===== src/hw/ctrl_pkg.sv =====
//================================================
// Control-side constants for the cabinet glue
// Scancodes are PS/2 set 2 and the arrows need the E0 prefix
//================================================
`default_nettype none

package ctrl_pkg;

	// Held key vector from the keyboard decoder
	localparam int KEY_W      = 8;
	localparam int KEY_FIRE   = 0;
	localparam int KEY_START1 = 1;
	localparam int KEY_START2 = 2;
	localparam int KEY_COIN   = 3;
	localparam int KEY_UP     = 4;
	localparam int KEY_DOWN   = 5;
	localparam int KEY_LEFT   = 6;
	localparam int KEY_RIGHT  = 7;

	// Make codes, the four arrows count only after SC_EXTENDED
	localparam logic [7:0] SC_SPACE    = 8'h29;
	localparam logic [7:0] SC_1        = 8'h16;
	localparam logic [7:0] SC_2        = 8'h1E;
	localparam logic [7:0] SC_5        = 8'h2E;
	localparam logic [7:0] SC_UP       = 8'h75;
	localparam logic [7:0] SC_DOWN     = 8'h72;
	localparam logic [7:0] SC_LEFT     = 8'h6B;
	localparam logic [7:0] SC_RIGHT    = 8'h74;
	localparam logic [7:0] SC_EXTENDED = 8'hE0;
	localparam logic [7:0] SC_BREAK    = 8'hF0;

	// PS/2 frame is start, eight data, parity, stop
	localparam int PS2_BITS   = 11;
	localparam int PS2_WDOG_W = 16;

	// Joystick word from the I/O controller
	localparam int JOY_RIGHT = 0;
	localparam int JOY_LEFT  = 1;
	localparam int JOY_DOWN  = 2;
	localparam int JOY_UP    = 3;
	localparam int JOY_FIRE  = 4;

	// Status and buttons bit positions
	localparam int ST_RESET      = 0;
	localparam int ST_ROTATE     = 2;
	localparam int ST_MENU_RESET = 6;
	localparam int BTN_RESET     = 1;

	// Player control word, coin in the top bit down to right in bit 0
	localparam int CTRL_W     = 7;
	localparam int CTRL_RIGHT = 0;
	localparam int CTRL_LEFT  = 1;
	localparam int CTRL_DOWN  = 2;
	localparam int CTRL_UP    = 3;
	localparam int CTRL_FIRE  = 4;
	localparam int CTRL_START = 5;
	localparam int CTRL_COIN  = 6;

endpackage

`default_nettype wire


===== src/hw/audio_pkg.sv =====
//================================================
// Audio path constants
// Channel b carries four times the weight of channel a
//================================================
`default_nettype none

package audio_pkg;

	// One sound channel from the game core
	localparam int SND_W = 8;

	// Mixed sample, 255 + 4*255 = 1275 fits in 11 bits
	localparam int MIX_W       = 11;
	localparam int MIX_B_SHIFT = 2;

	// The accumulator matches the mix so the carry density equals mix / 2048
	localparam int ACC_W = MIX_W;

endpackage

`default_nettype wire


===== src/hw/ps2_receiver.sv =====
//================================================
// PS/2 device-to-host receiver, no host-to-device path
// Frames are checked on the stop bit and bad ones are dropped
// A partial frame is cleared after 65536 idle cycles
//================================================
`default_nettype none

module ps2_receiver import ctrl_pkg::*; (
	input  logic       clk_sys,
	input  logic       rst,
	input  logic       ps2_kbd_clk,
	input  logic       ps2_kbd_data,
	output logic [7:0] scan_code,
	output logic       scan_valid
);

	logic [1:0]            clk_sync;
	logic [1:0]            data_sync;
	logic                  clk_prev;
	logic                  clk_fall;
	logic [PS2_BITS-1:0]   shift;
	logic [PS2_BITS-1:0]   frame;
	logic                  frame_ok;
	logic                  last_bit;
	logic [3:0]            bit_cnt;
	logic [PS2_WDOG_W-1:0] wdog;

	// Both lines idle high, so the synchronizers reset to 1
	always_ff @(posedge clk_sys) begin
		if (rst) begin
			clk_sync  <= 2'b11;
			data_sync <= 2'b11;
			clk_prev  <= 1'b1;
		end else begin
			clk_sync  <= {clk_sync[0], ps2_kbd_clk};
			data_sync <= {data_sync[0], ps2_kbd_data};
			clk_prev  <= clk_sync[1];
		end
	end

	assign clk_fall = clk_prev & ~clk_sync[1];
	assign last_bit = (bit_cnt == 4'(PS2_BITS - 1));

	// Bits arrive LSB first, so the new bit enters at the top
	assign frame = {data_sync[1], shift[PS2_BITS-1:1]};

	// Start low, stop high and odd parity over data plus parity bit
	assign frame_ok = ~frame[0] & frame[PS2_BITS-1] & (^frame[9:1]);

	always_ff @(posedge clk_sys) begin
		if (clk_fall)
			shift <= frame;
		if (clk_fall && last_bit)
			scan_code <= frame[8:1];
	end

	//================================================
	// Bit counter, watchdog and output strobe
	//================================================
	always_ff @(posedge clk_sys) begin
		if (rst) begin
			bit_cnt    <= '0;
			wdog       <= '0;
			scan_valid <= 1'b0;
		end else begin
			scan_valid <= 1'b0;
			if (clk_fall) begin
				wdog <= '0;
				if (last_bit) begin
					bit_cnt    <= '0;
					scan_valid <= frame_ok;
				end else begin
					bit_cnt <= bit_cnt + 4'd1;
				end
			end else if (bit_cnt != 4'd0) begin
				// Keyboard stalled mid-frame, start over on the next edge
				if (&wdog) begin
					bit_cnt <= '0;
					wdog    <= '0;
				end else begin
					wdog <= wdog + 1'b1;
				end
			end
		end
	end

endmodule

`default_nettype wire


===== src/hw/key_decoder.sv =====
//================================================
// Scancode to held key levels for eight cabinet keys
// Only set 2 make, F0 break and E0 extended codes are handled
//================================================
`default_nettype none

module key_decoder import ctrl_pkg::*; (
	input  logic             clk_sys,
	input  logic             rst,
	input  logic [7:0]       scan_code,
	input  logic             scan_valid,
	output logic [KEY_W-1:0] keys
);

	localparam int IDX_W = $clog2(KEY_W);

	logic             brk_flag;
	logic             ext_flag;
	logic             key_hit;
	logic [IDX_W-1:0] key_idx;

	// Arrows live in the extended page, the rest in the plain page
	always_comb begin
		key_hit = 1'b1;
		key_idx = '0;
		if (ext_flag) begin
			case (scan_code)
				SC_UP:    key_idx = IDX_W'(KEY_UP);
				SC_DOWN:  key_idx = IDX_W'(KEY_DOWN);
				SC_LEFT:  key_idx = IDX_W'(KEY_LEFT);
				SC_RIGHT: key_idx = IDX_W'(KEY_RIGHT);
				default:  key_hit = 1'b0;
			endcase
		end else begin
			case (scan_code)
				SC_SPACE: key_idx = IDX_W'(KEY_FIRE);
				SC_1:     key_idx = IDX_W'(KEY_START1);
				SC_2:     key_idx = IDX_W'(KEY_START2);
				SC_5:     key_idx = IDX_W'(KEY_COIN);
				default:  key_hit = 1'b0;
			endcase
		end
	end

	//================================================
	// Prefix flags and key state
	//================================================
	always_ff @(posedge clk_sys) begin
		if (rst) begin
			brk_flag <= 1'b0;
			ext_flag <= 1'b0;
			keys     <= '0;
		end else if (scan_valid) begin
			if (scan_code == SC_BREAK) begin
				brk_flag <= 1'b1;
			end else if (scan_code == SC_EXTENDED) begin
				ext_flag <= 1'b1;
			end else begin
				// Any other code ends the sequence, known or not
				if (key_hit)
					keys[key_idx] <= ~brk_flag;
				brk_flag <= 1'b0;
				ext_flag <= 1'b0;
			end
		end
	end

endmodule

`default_nettype wire


===== src/hw/control_mapper.sv =====
//================================================
// Merges keyboard and both joysticks into player controls
// Rotated mode turns the directions a quarter turn
// Player 2 has no coin input on this cabinet
//================================================
`default_nettype none

module control_mapper import ctrl_pkg::*; (
	input  logic              clk_sys,
	input  logic              rst,
	input  logic [KEY_W-1:0]  keys,
	input  logic [7:0]        joystick_0,
	input  logic [7:0]        joystick_1,
	input  logic [31:0]       status,
	input  logic [1:0]        buttons,
	output logic [CTRL_W-1:0] p1_ctrl,
	output logic [CTRL_W-1:0] p2_ctrl,
	output logic              game_reset
);

	logic              src_up;
	logic              src_down;
	logic              src_left;
	logic              src_right;
	logic              src_fire;
	logic              rotate;
	logic [CTRL_W-1:0] shared_ctrl;
	logic [CTRL_W-1:0] p1_next;
	logic [CTRL_W-1:0] p2_next;

	// Every source is OR-ed, keyboard and both sticks alike
	assign src_up    = keys[KEY_UP] | joystick_0[JOY_UP] | joystick_1[JOY_UP];
	assign src_down  = keys[KEY_DOWN] | joystick_0[JOY_DOWN] | joystick_1[JOY_DOWN];
	assign src_left  = keys[KEY_LEFT] | joystick_0[JOY_LEFT] | joystick_1[JOY_LEFT];
	assign src_right = keys[KEY_RIGHT] | joystick_0[JOY_RIGHT] | joystick_1[JOY_RIGHT];
	assign src_fire  = keys[KEY_FIRE] | joystick_0[JOY_FIRE] | joystick_1[JOY_FIRE];
	assign rotate    = status[ST_ROTATE];

	always_comb begin
		shared_ctrl             = '0;
		shared_ctrl[CTRL_FIRE]  = src_fire;
		shared_ctrl[CTRL_UP]    = rotate ? src_right : src_up;
		shared_ctrl[CTRL_DOWN]  = rotate ? src_left  : src_down;
		shared_ctrl[CTRL_LEFT]  = rotate ? src_up    : src_left;
		shared_ctrl[CTRL_RIGHT] = rotate ? src_down  : src_right;

		p1_next             = shared_ctrl;
		p1_next[CTRL_COIN]  = keys[KEY_COIN];
		p1_next[CTRL_START] = keys[KEY_START1];

		p2_next             = shared_ctrl;
		p2_next[CTRL_START] = keys[KEY_START2];
	end

	always_ff @(posedge clk_sys) begin
		if (rst) begin
			p1_ctrl <= '0;
			p2_ctrl <= '0;
		end else begin
			p1_ctrl <= p1_next;
			p2_ctrl <= p2_next;
		end
	end

	// The system reset is one of the sources, so this goes high during rst
	always_ff @(posedge clk_sys)
		game_reset <= rst | status[ST_RESET] | status[ST_MENU_RESET] | buttons[BTN_RESET];

endmodule

`default_nettype wire


===== src/hw/audio_dac.sv =====
//================================================
// Two-channel mixer and first-order sigma-delta DAC
// Needs an external RC low-pass on the output pin
//================================================
`default_nettype none

module audio_dac import audio_pkg::*; (
	input  logic             clk_sys,
	input  logic             rst,
	input  logic [SND_W-1:0] audio_a,
	input  logic [SND_W-1:0] audio_b,
	output logic             dac_out
);

	logic [MIX_W-1:0] mix_next;
	logic [MIX_W-1:0] mix;
	logic [ACC_W-1:0] acc;
	logic [ACC_W:0]   acc_sum;

	// Channel b is weighted by four, channel a is added as is
	assign mix_next = {{(MIX_W - SND_W){1'b0}}, audio_a}
		+ {{(MIX_W - SND_W - MIX_B_SHIFT){1'b0}}, audio_b, {MIX_B_SHIFT{1'b0}}};

	assign acc_sum = {1'b0, acc} + {1'b0, mix};

	//================================================
	// Accumulator, the carry is the output bit
	//================================================
	always_ff @(posedge clk_sys) begin
		if (rst) begin
			mix     <= '0;
			acc     <= '0;
			dac_out <= 1'b0;
		end else begin
			mix     <= mix_next;
			acc     <= acc_sum[ACC_W-1:0];
			dac_out <= acc_sum[ACC_W];
		end
	end

endmodule

`default_nettype wire


===== src/hw/cabinet_io.sv =====
//================================================
// Cabinet glue between the I/O controller and the game core
// All inputs must already be in the clk_sys domain except PS/2
//================================================
`default_nettype none

module cabinet_io import ctrl_pkg::*, audio_pkg::*; (
	input  logic              clk_sys,
	input  logic              rst,
	input  logic              ps2_kbd_clk,
	input  logic              ps2_kbd_data,
	input  logic [7:0]        joystick_0,
	input  logic [7:0]        joystick_1,
	input  logic [31:0]       status,
	input  logic [1:0]        buttons,
	input  logic [SND_W-1:0]  audio_a,
	input  logic [SND_W-1:0]  audio_b,
	output logic [CTRL_W-1:0] p1_ctrl,
	output logic [CTRL_W-1:0] p2_ctrl,
	output logic              game_reset,
	output logic              audio_l,
	output logic              audio_r
);

	logic [7:0]       scan_code;
	logic             scan_valid;
	logic [KEY_W-1:0] keys;
	logic             dac_out;

	ps2_receiver u_ps2 (
		.clk_sys      (clk_sys),
		.rst          (rst),
		.ps2_kbd_clk  (ps2_kbd_clk),
		.ps2_kbd_data (ps2_kbd_data),
		.scan_code    (scan_code),
		.scan_valid   (scan_valid)
	);

	key_decoder u_keys (
		.clk_sys    (clk_sys),
		.rst        (rst),
		.scan_code  (scan_code),
		.scan_valid (scan_valid),
		.keys       (keys)
	);

	control_mapper u_map (
		.clk_sys    (clk_sys),
		.rst        (rst),
		.keys       (keys),
		.joystick_0 (joystick_0),
		.joystick_1 (joystick_1),
		.status     (status),
		.buttons    (buttons),
		.p1_ctrl    (p1_ctrl),
		.p2_ctrl    (p2_ctrl),
		.game_reset (game_reset)
	);

	audio_dac u_dac (
		.clk_sys (clk_sys),
		.rst     (rst),
		.audio_a (audio_a),
		.audio_b (audio_b),
		.dac_out (dac_out)
	);

	// Mono source, both pins carry the same bit stream
	assign audio_l = dac_out;
	assign audio_r = dac_out;

endmodule

`default_nettype wire


===== config.mk =====
export PLATFORM = sky130hd
export DESIGN_NAME = cabinet_io
export DESIGN_NICKNAME = d
export VERILOG_FILES = /design/src/hw/ctrl_pkg.sv /design/src/hw/audio_pkg.sv /design/src/hw/ps2_receiver.sv /design/src/hw/key_decoder.sv /design/src/hw/control_mapper.sv /design/src/hw/audio_dac.sv /design/src/hw/cabinet_io.sv
export SDC_FILE = /design/constraint.sdc
export NUM_CORES = 1
export LEC_CHECK = 0
export BUFFER_PORTS_ARGS = -buffer_cell sky130_fd_sc_hd__clkbuf_2
export CAP_MARGIN = 20
export CELL_PAD_IN_SITES_DETAIL_PLACEMENT = 1
export CELL_PAD_IN_SITES_GLOBAL_PLACEMENT = 1
export CORE_UTILIZATION = 37
export CTS_BUF_LIST = sky130_fd_sc_hd__clkbuf_16
export DETAILED_ROUTE_END_ITERATION = 10
export PLACE_DENSITY_LB_ADDON = 0.15
export SYNTH_ARGS = -nofsm -noshare
export SYNTH_HDL_FRONTEND = slang
export SYNTH_SLANG_ARGS = --single-unit

===== constraint.sdc =====
create_clock -name clk_sys -period 1.88 [get_ports clk_sys]
set_input_delay 0.094 -clock clk_sys [delete_from_list [all_inputs] [get_ports clk_sys]]
set_output_delay 0.094 -clock clk_sys [all_outputs]
set_load 0.01 [all_outputs]

==> run_results.csv <==
group,metric,value,unit
outcome,status,"complete, but fails checks",
outcome,violations,"setup timing",
global_route,grt_max_degree,28,
die,rows,37,
setup_path,worst-path-stages,5,
drt,drc,0,
setup_path,cpMostUsedCell,"or3_4",
clocking,clock_insertion_delay_worst_skew,0.34,ns
pwr,ir_drop,0.333,mV
layout,seqCellArea,1900,um^2
setup_path,critPathKind,"reg2reg",
die,die-area,11500,um^2
layout,multi_input_area,2110,um^2
setup_path,r2r_cells,5,
setup_path,cp_max_fo,5,
layout,diodes,0,
logic_synthesis,ys_async_sr_fraction,0,%
layout,finalNonFillerCells,626,
drt,via_count,3112,
logic_synthesis,synth_nets,508,
clocking,clock-root-buffer,"clkbuf_16",
setup_path,crit_chain,"or3_4 -> or3_4 -> a2bb2oi_4 -> nor2b_2 -> mux2_4",
timing,setup_slack,-0.0317,ns
global_route,overflow,0,
timing,setup_viol,1,
setup_path,slowest_delay,0.40,ns
timing,final.setup_skew,0.00874,ns
drt,drt_pass1_iterations,4,
drt,routed_wl,8470,um
setup_path,start_kind,"register",
run,drv_cap,0,
min_path,hold_depth,3,
pwr,finalPower,4280,uW
min_path,hold_path_class,"in2reg",
setup_path,critPathArrivalTime,2.14,ns
place,routabilityCongestion,0.762,
place,place.detailed.hpwl,6300,um
timing,slew_violations,0,
global_route,grt_pass1_vias,3173,
global_route,grt_pass1_wl,14400,um
die,io_pins,87,
die,start_util,38.9,%
logic_synthesis,postSynthAreaPerCell,9.84,um^2
drt,drtAntennaViolNets,0,
pwr,p_per_area,857,nW/um^2
drt,drt_iter0_markers,77,
logic_synthesis,synth.area.top_cells,"dfxtp_1, edfxtp_1, ha_1",
clocking,cts_tree,"built",
layout,n_fill_cell,1198,
global_route,track_usage,16.0,%
logic_synthesis,synth-edff-count,18,
setup_path,required,2.11,ns
layout,drive_gt1_share,23.3,%
logic_synthesis,synth_top_area_share,33.3,%
drt,via_per_inst,4.97,
layout,fin_util,47.5,%
timing,hold_viol_final,0,
logic_synthesis,ys_ff_latch,86,
place,port_buffers,49,
place,dp.cells,597,
clocking,numCtsBuffers,9,
clocking,clock_sinks,86,
die,core_region_area,10500,um^2
logic_synthesis,yosysWarnings,0,
logic_synthesis,netlist_instances,415,
clocking,h-tree-depth,3,
clocking,clock_tree.buffer_depth,2,
setup_path,path_buf_inv,0,
logic_synthesis,synth-main-ff-cell,"dfxtp_1",
setup_path,cp_top_family,"simple AND/OR/NAND/NOR gates",
layout,fin_nets,578,
setup_path,critPathCaptureType,"register",
logic_synthesis,syn_area,4080,um^2
timing,finalCritPeriodShare,102,%
global_route,antenna_found_initial,0,
timing,rsz0062_at_grt,"true",
setup_path,worst_path_max_delay_cell,"or3_4",
die,die_y,107,um
timing,fmax,523,MHz
logic_synthesis,synth_commonest_cells,"dfxtp_1, nor2_1, nand2_1",
clocking,clk_pin_slew_worst_paths,0.06,ns
die,die_x,107,um
logic_synthesis,synth_most_common_cell,"dfxtp_1",
layout,area_growth,22.3,%
timing,layout_min_cycle_time,1.91,ns
pwr,leakage,0.00203,uW
logic_synthesis,yosysSeqAreaShare,46.6,%
logic_synthesis,synth_top_area_cell,"dfxtp_1",
logic_synthesis,synth_cell_type_count,65,
drt,wl_per_cell,13.5,um
[per-stage QoR]
stage	setup slack, ns	hold slack [ns]	area, um^2	TNS, ns
2_1_floorplan	0.0393	0.194	4080	0
3_3_place_gp	-0.0308	0.275	4510	-0.0738
3_5_place_dp	-0.0666	0.282	4510	-0.203
4_1_cts	-0.0616	0.0168	4890	-0.0616
5_1_grt	-0.0848	0.0515	4990	-0.194
6_report	-0.0317	0.0230	4990	-0.0317
[power by group]
group | switching [uW] | total [uW] | internal (uW)
clock network | 739 | 1630 | 895
logic | 326 | 627 | 301
registers | 43.5 | 2020 | 1980
total | 1110 | 4280 | 3170
[worst min-delay path, stage by stage]
cell and delay (ns):
clkbuf_2 0.12, nand2_1 0.06, a211oi_1 0.04
[cell usage in the layout (no fill, tap or decap), types with 3 or more instances in the layout]
cell / n
xor2_1: 15
a21oi_2: 3
o21ai_0: 6
inv_1: 13
nor3b_1: 4
or4_1: 3
nor2_1: 47
a21oi_1: 14
edfxtp_1: 18
nand2b_1: 10
nand4_1: 8
xnor2_1: 17
or2_2: 6
nor2b_1: 13
dfxtp_1: 66
buf_4: 20
a21o_1: 3
a211oi_1: 7
clkbuf_2: 49
nor4_1: 4
or3_1: 6
o21ai_1: 7
nand3_1: 9
ha_1: 20
nor3_1: 13
mux2i_1: 6
nand2_1: 22
dlygate4sd3_1: 9
clkbuf_16: 9
[path summary, 6_finish.rpt]
path / slack (ns) / startpoint / end
worst max-delay path: -0.03 / u_ps2.scan_code[7] / u_keys.keys[3]
worst min-delay path: 0.02 / audio_b[6] / u_dac.mix[10]
worst min register to register: 0.42 / u_ps2.clk_sync[0] / u_ps2.clk_sync[1]
worst max register to register: -0.03 / u_ps2.scan_code[7] / u_keys.keys[3]
[routing by layer]
metal	share of wire, %	wire length [um]	vias up	GRT usage [%]
met5	0	0	-	0
met4	1.4	121	0	5.28
met3	3.5	300	10	4.38
met2	48	4100	50	27.1
met1	47	3940	1460	19.4
li1	-	-	1592	-
[timing repair]
item,in CTS,in global routing
endpoints found under the setup margin,3,18
setup buffers,1,3
hold buffers,9,0
endpoints found under the hold margin,7,0
resized for setup,2,17
pin swaps,2,8
[layout make-up]
type                            instances  share of cell area, %
Clock buffer                            9                   4.51
Clock inverter                          7                   1.00
Inverter                               14                   1.05
Multi-Input combinational cell        296                   42.2
Sequential cell                        86                   38.1
Tap cell                              136                   3.41
Timing Repair Buffer                   78                   9.72
[state kept, by name (all words and copies together), names as in the netlist]
| register | count |
|---|---|
| u_ps2.wdog | 16 |
| u_dac.acc | 11 |
| u_dac.mix | 11 |
| u_ps2.shift | 10 |
| u_keys.keys | 8 |
| u_ps2.scan_code | 8 |
| u_map.p2_ctrl | 6 |
| u_ps2.bit_cnt | 4 |
| u_map.p1_ctrl | 2 |
| u_ps2.clk_sync | 2 |
| u_ps2.data_sync | 2 |
| u_dac.dac_out | 1 |
| u_keys.brk_flag | 1 |
| u_keys.ext_flag | 1 |
| u_map.game_reset | 1 |
| u_ps2.clk_prev | 1 |
| u_ps2.scan_valid | 1 |
[kinds of logic (layout without fill, tap and decap cells)]
kind of cell               count (synthesis)  count (layout)  synth area share, %
and+or+nand+nor                          171             171                 23.1
DFF                                       86              86                 46.6
AOI/OAI and AO/OA                         58              58                 9.19
buffers and inverters                     33             108                 3.95
xor gates and xnor gates                  32              32                 6.86
adders and majority gates                 23              23                 7.41
muxes                                     11              11                 2.85
other                                      1               1               0.0918
Power figures use the tool's default switching activity.
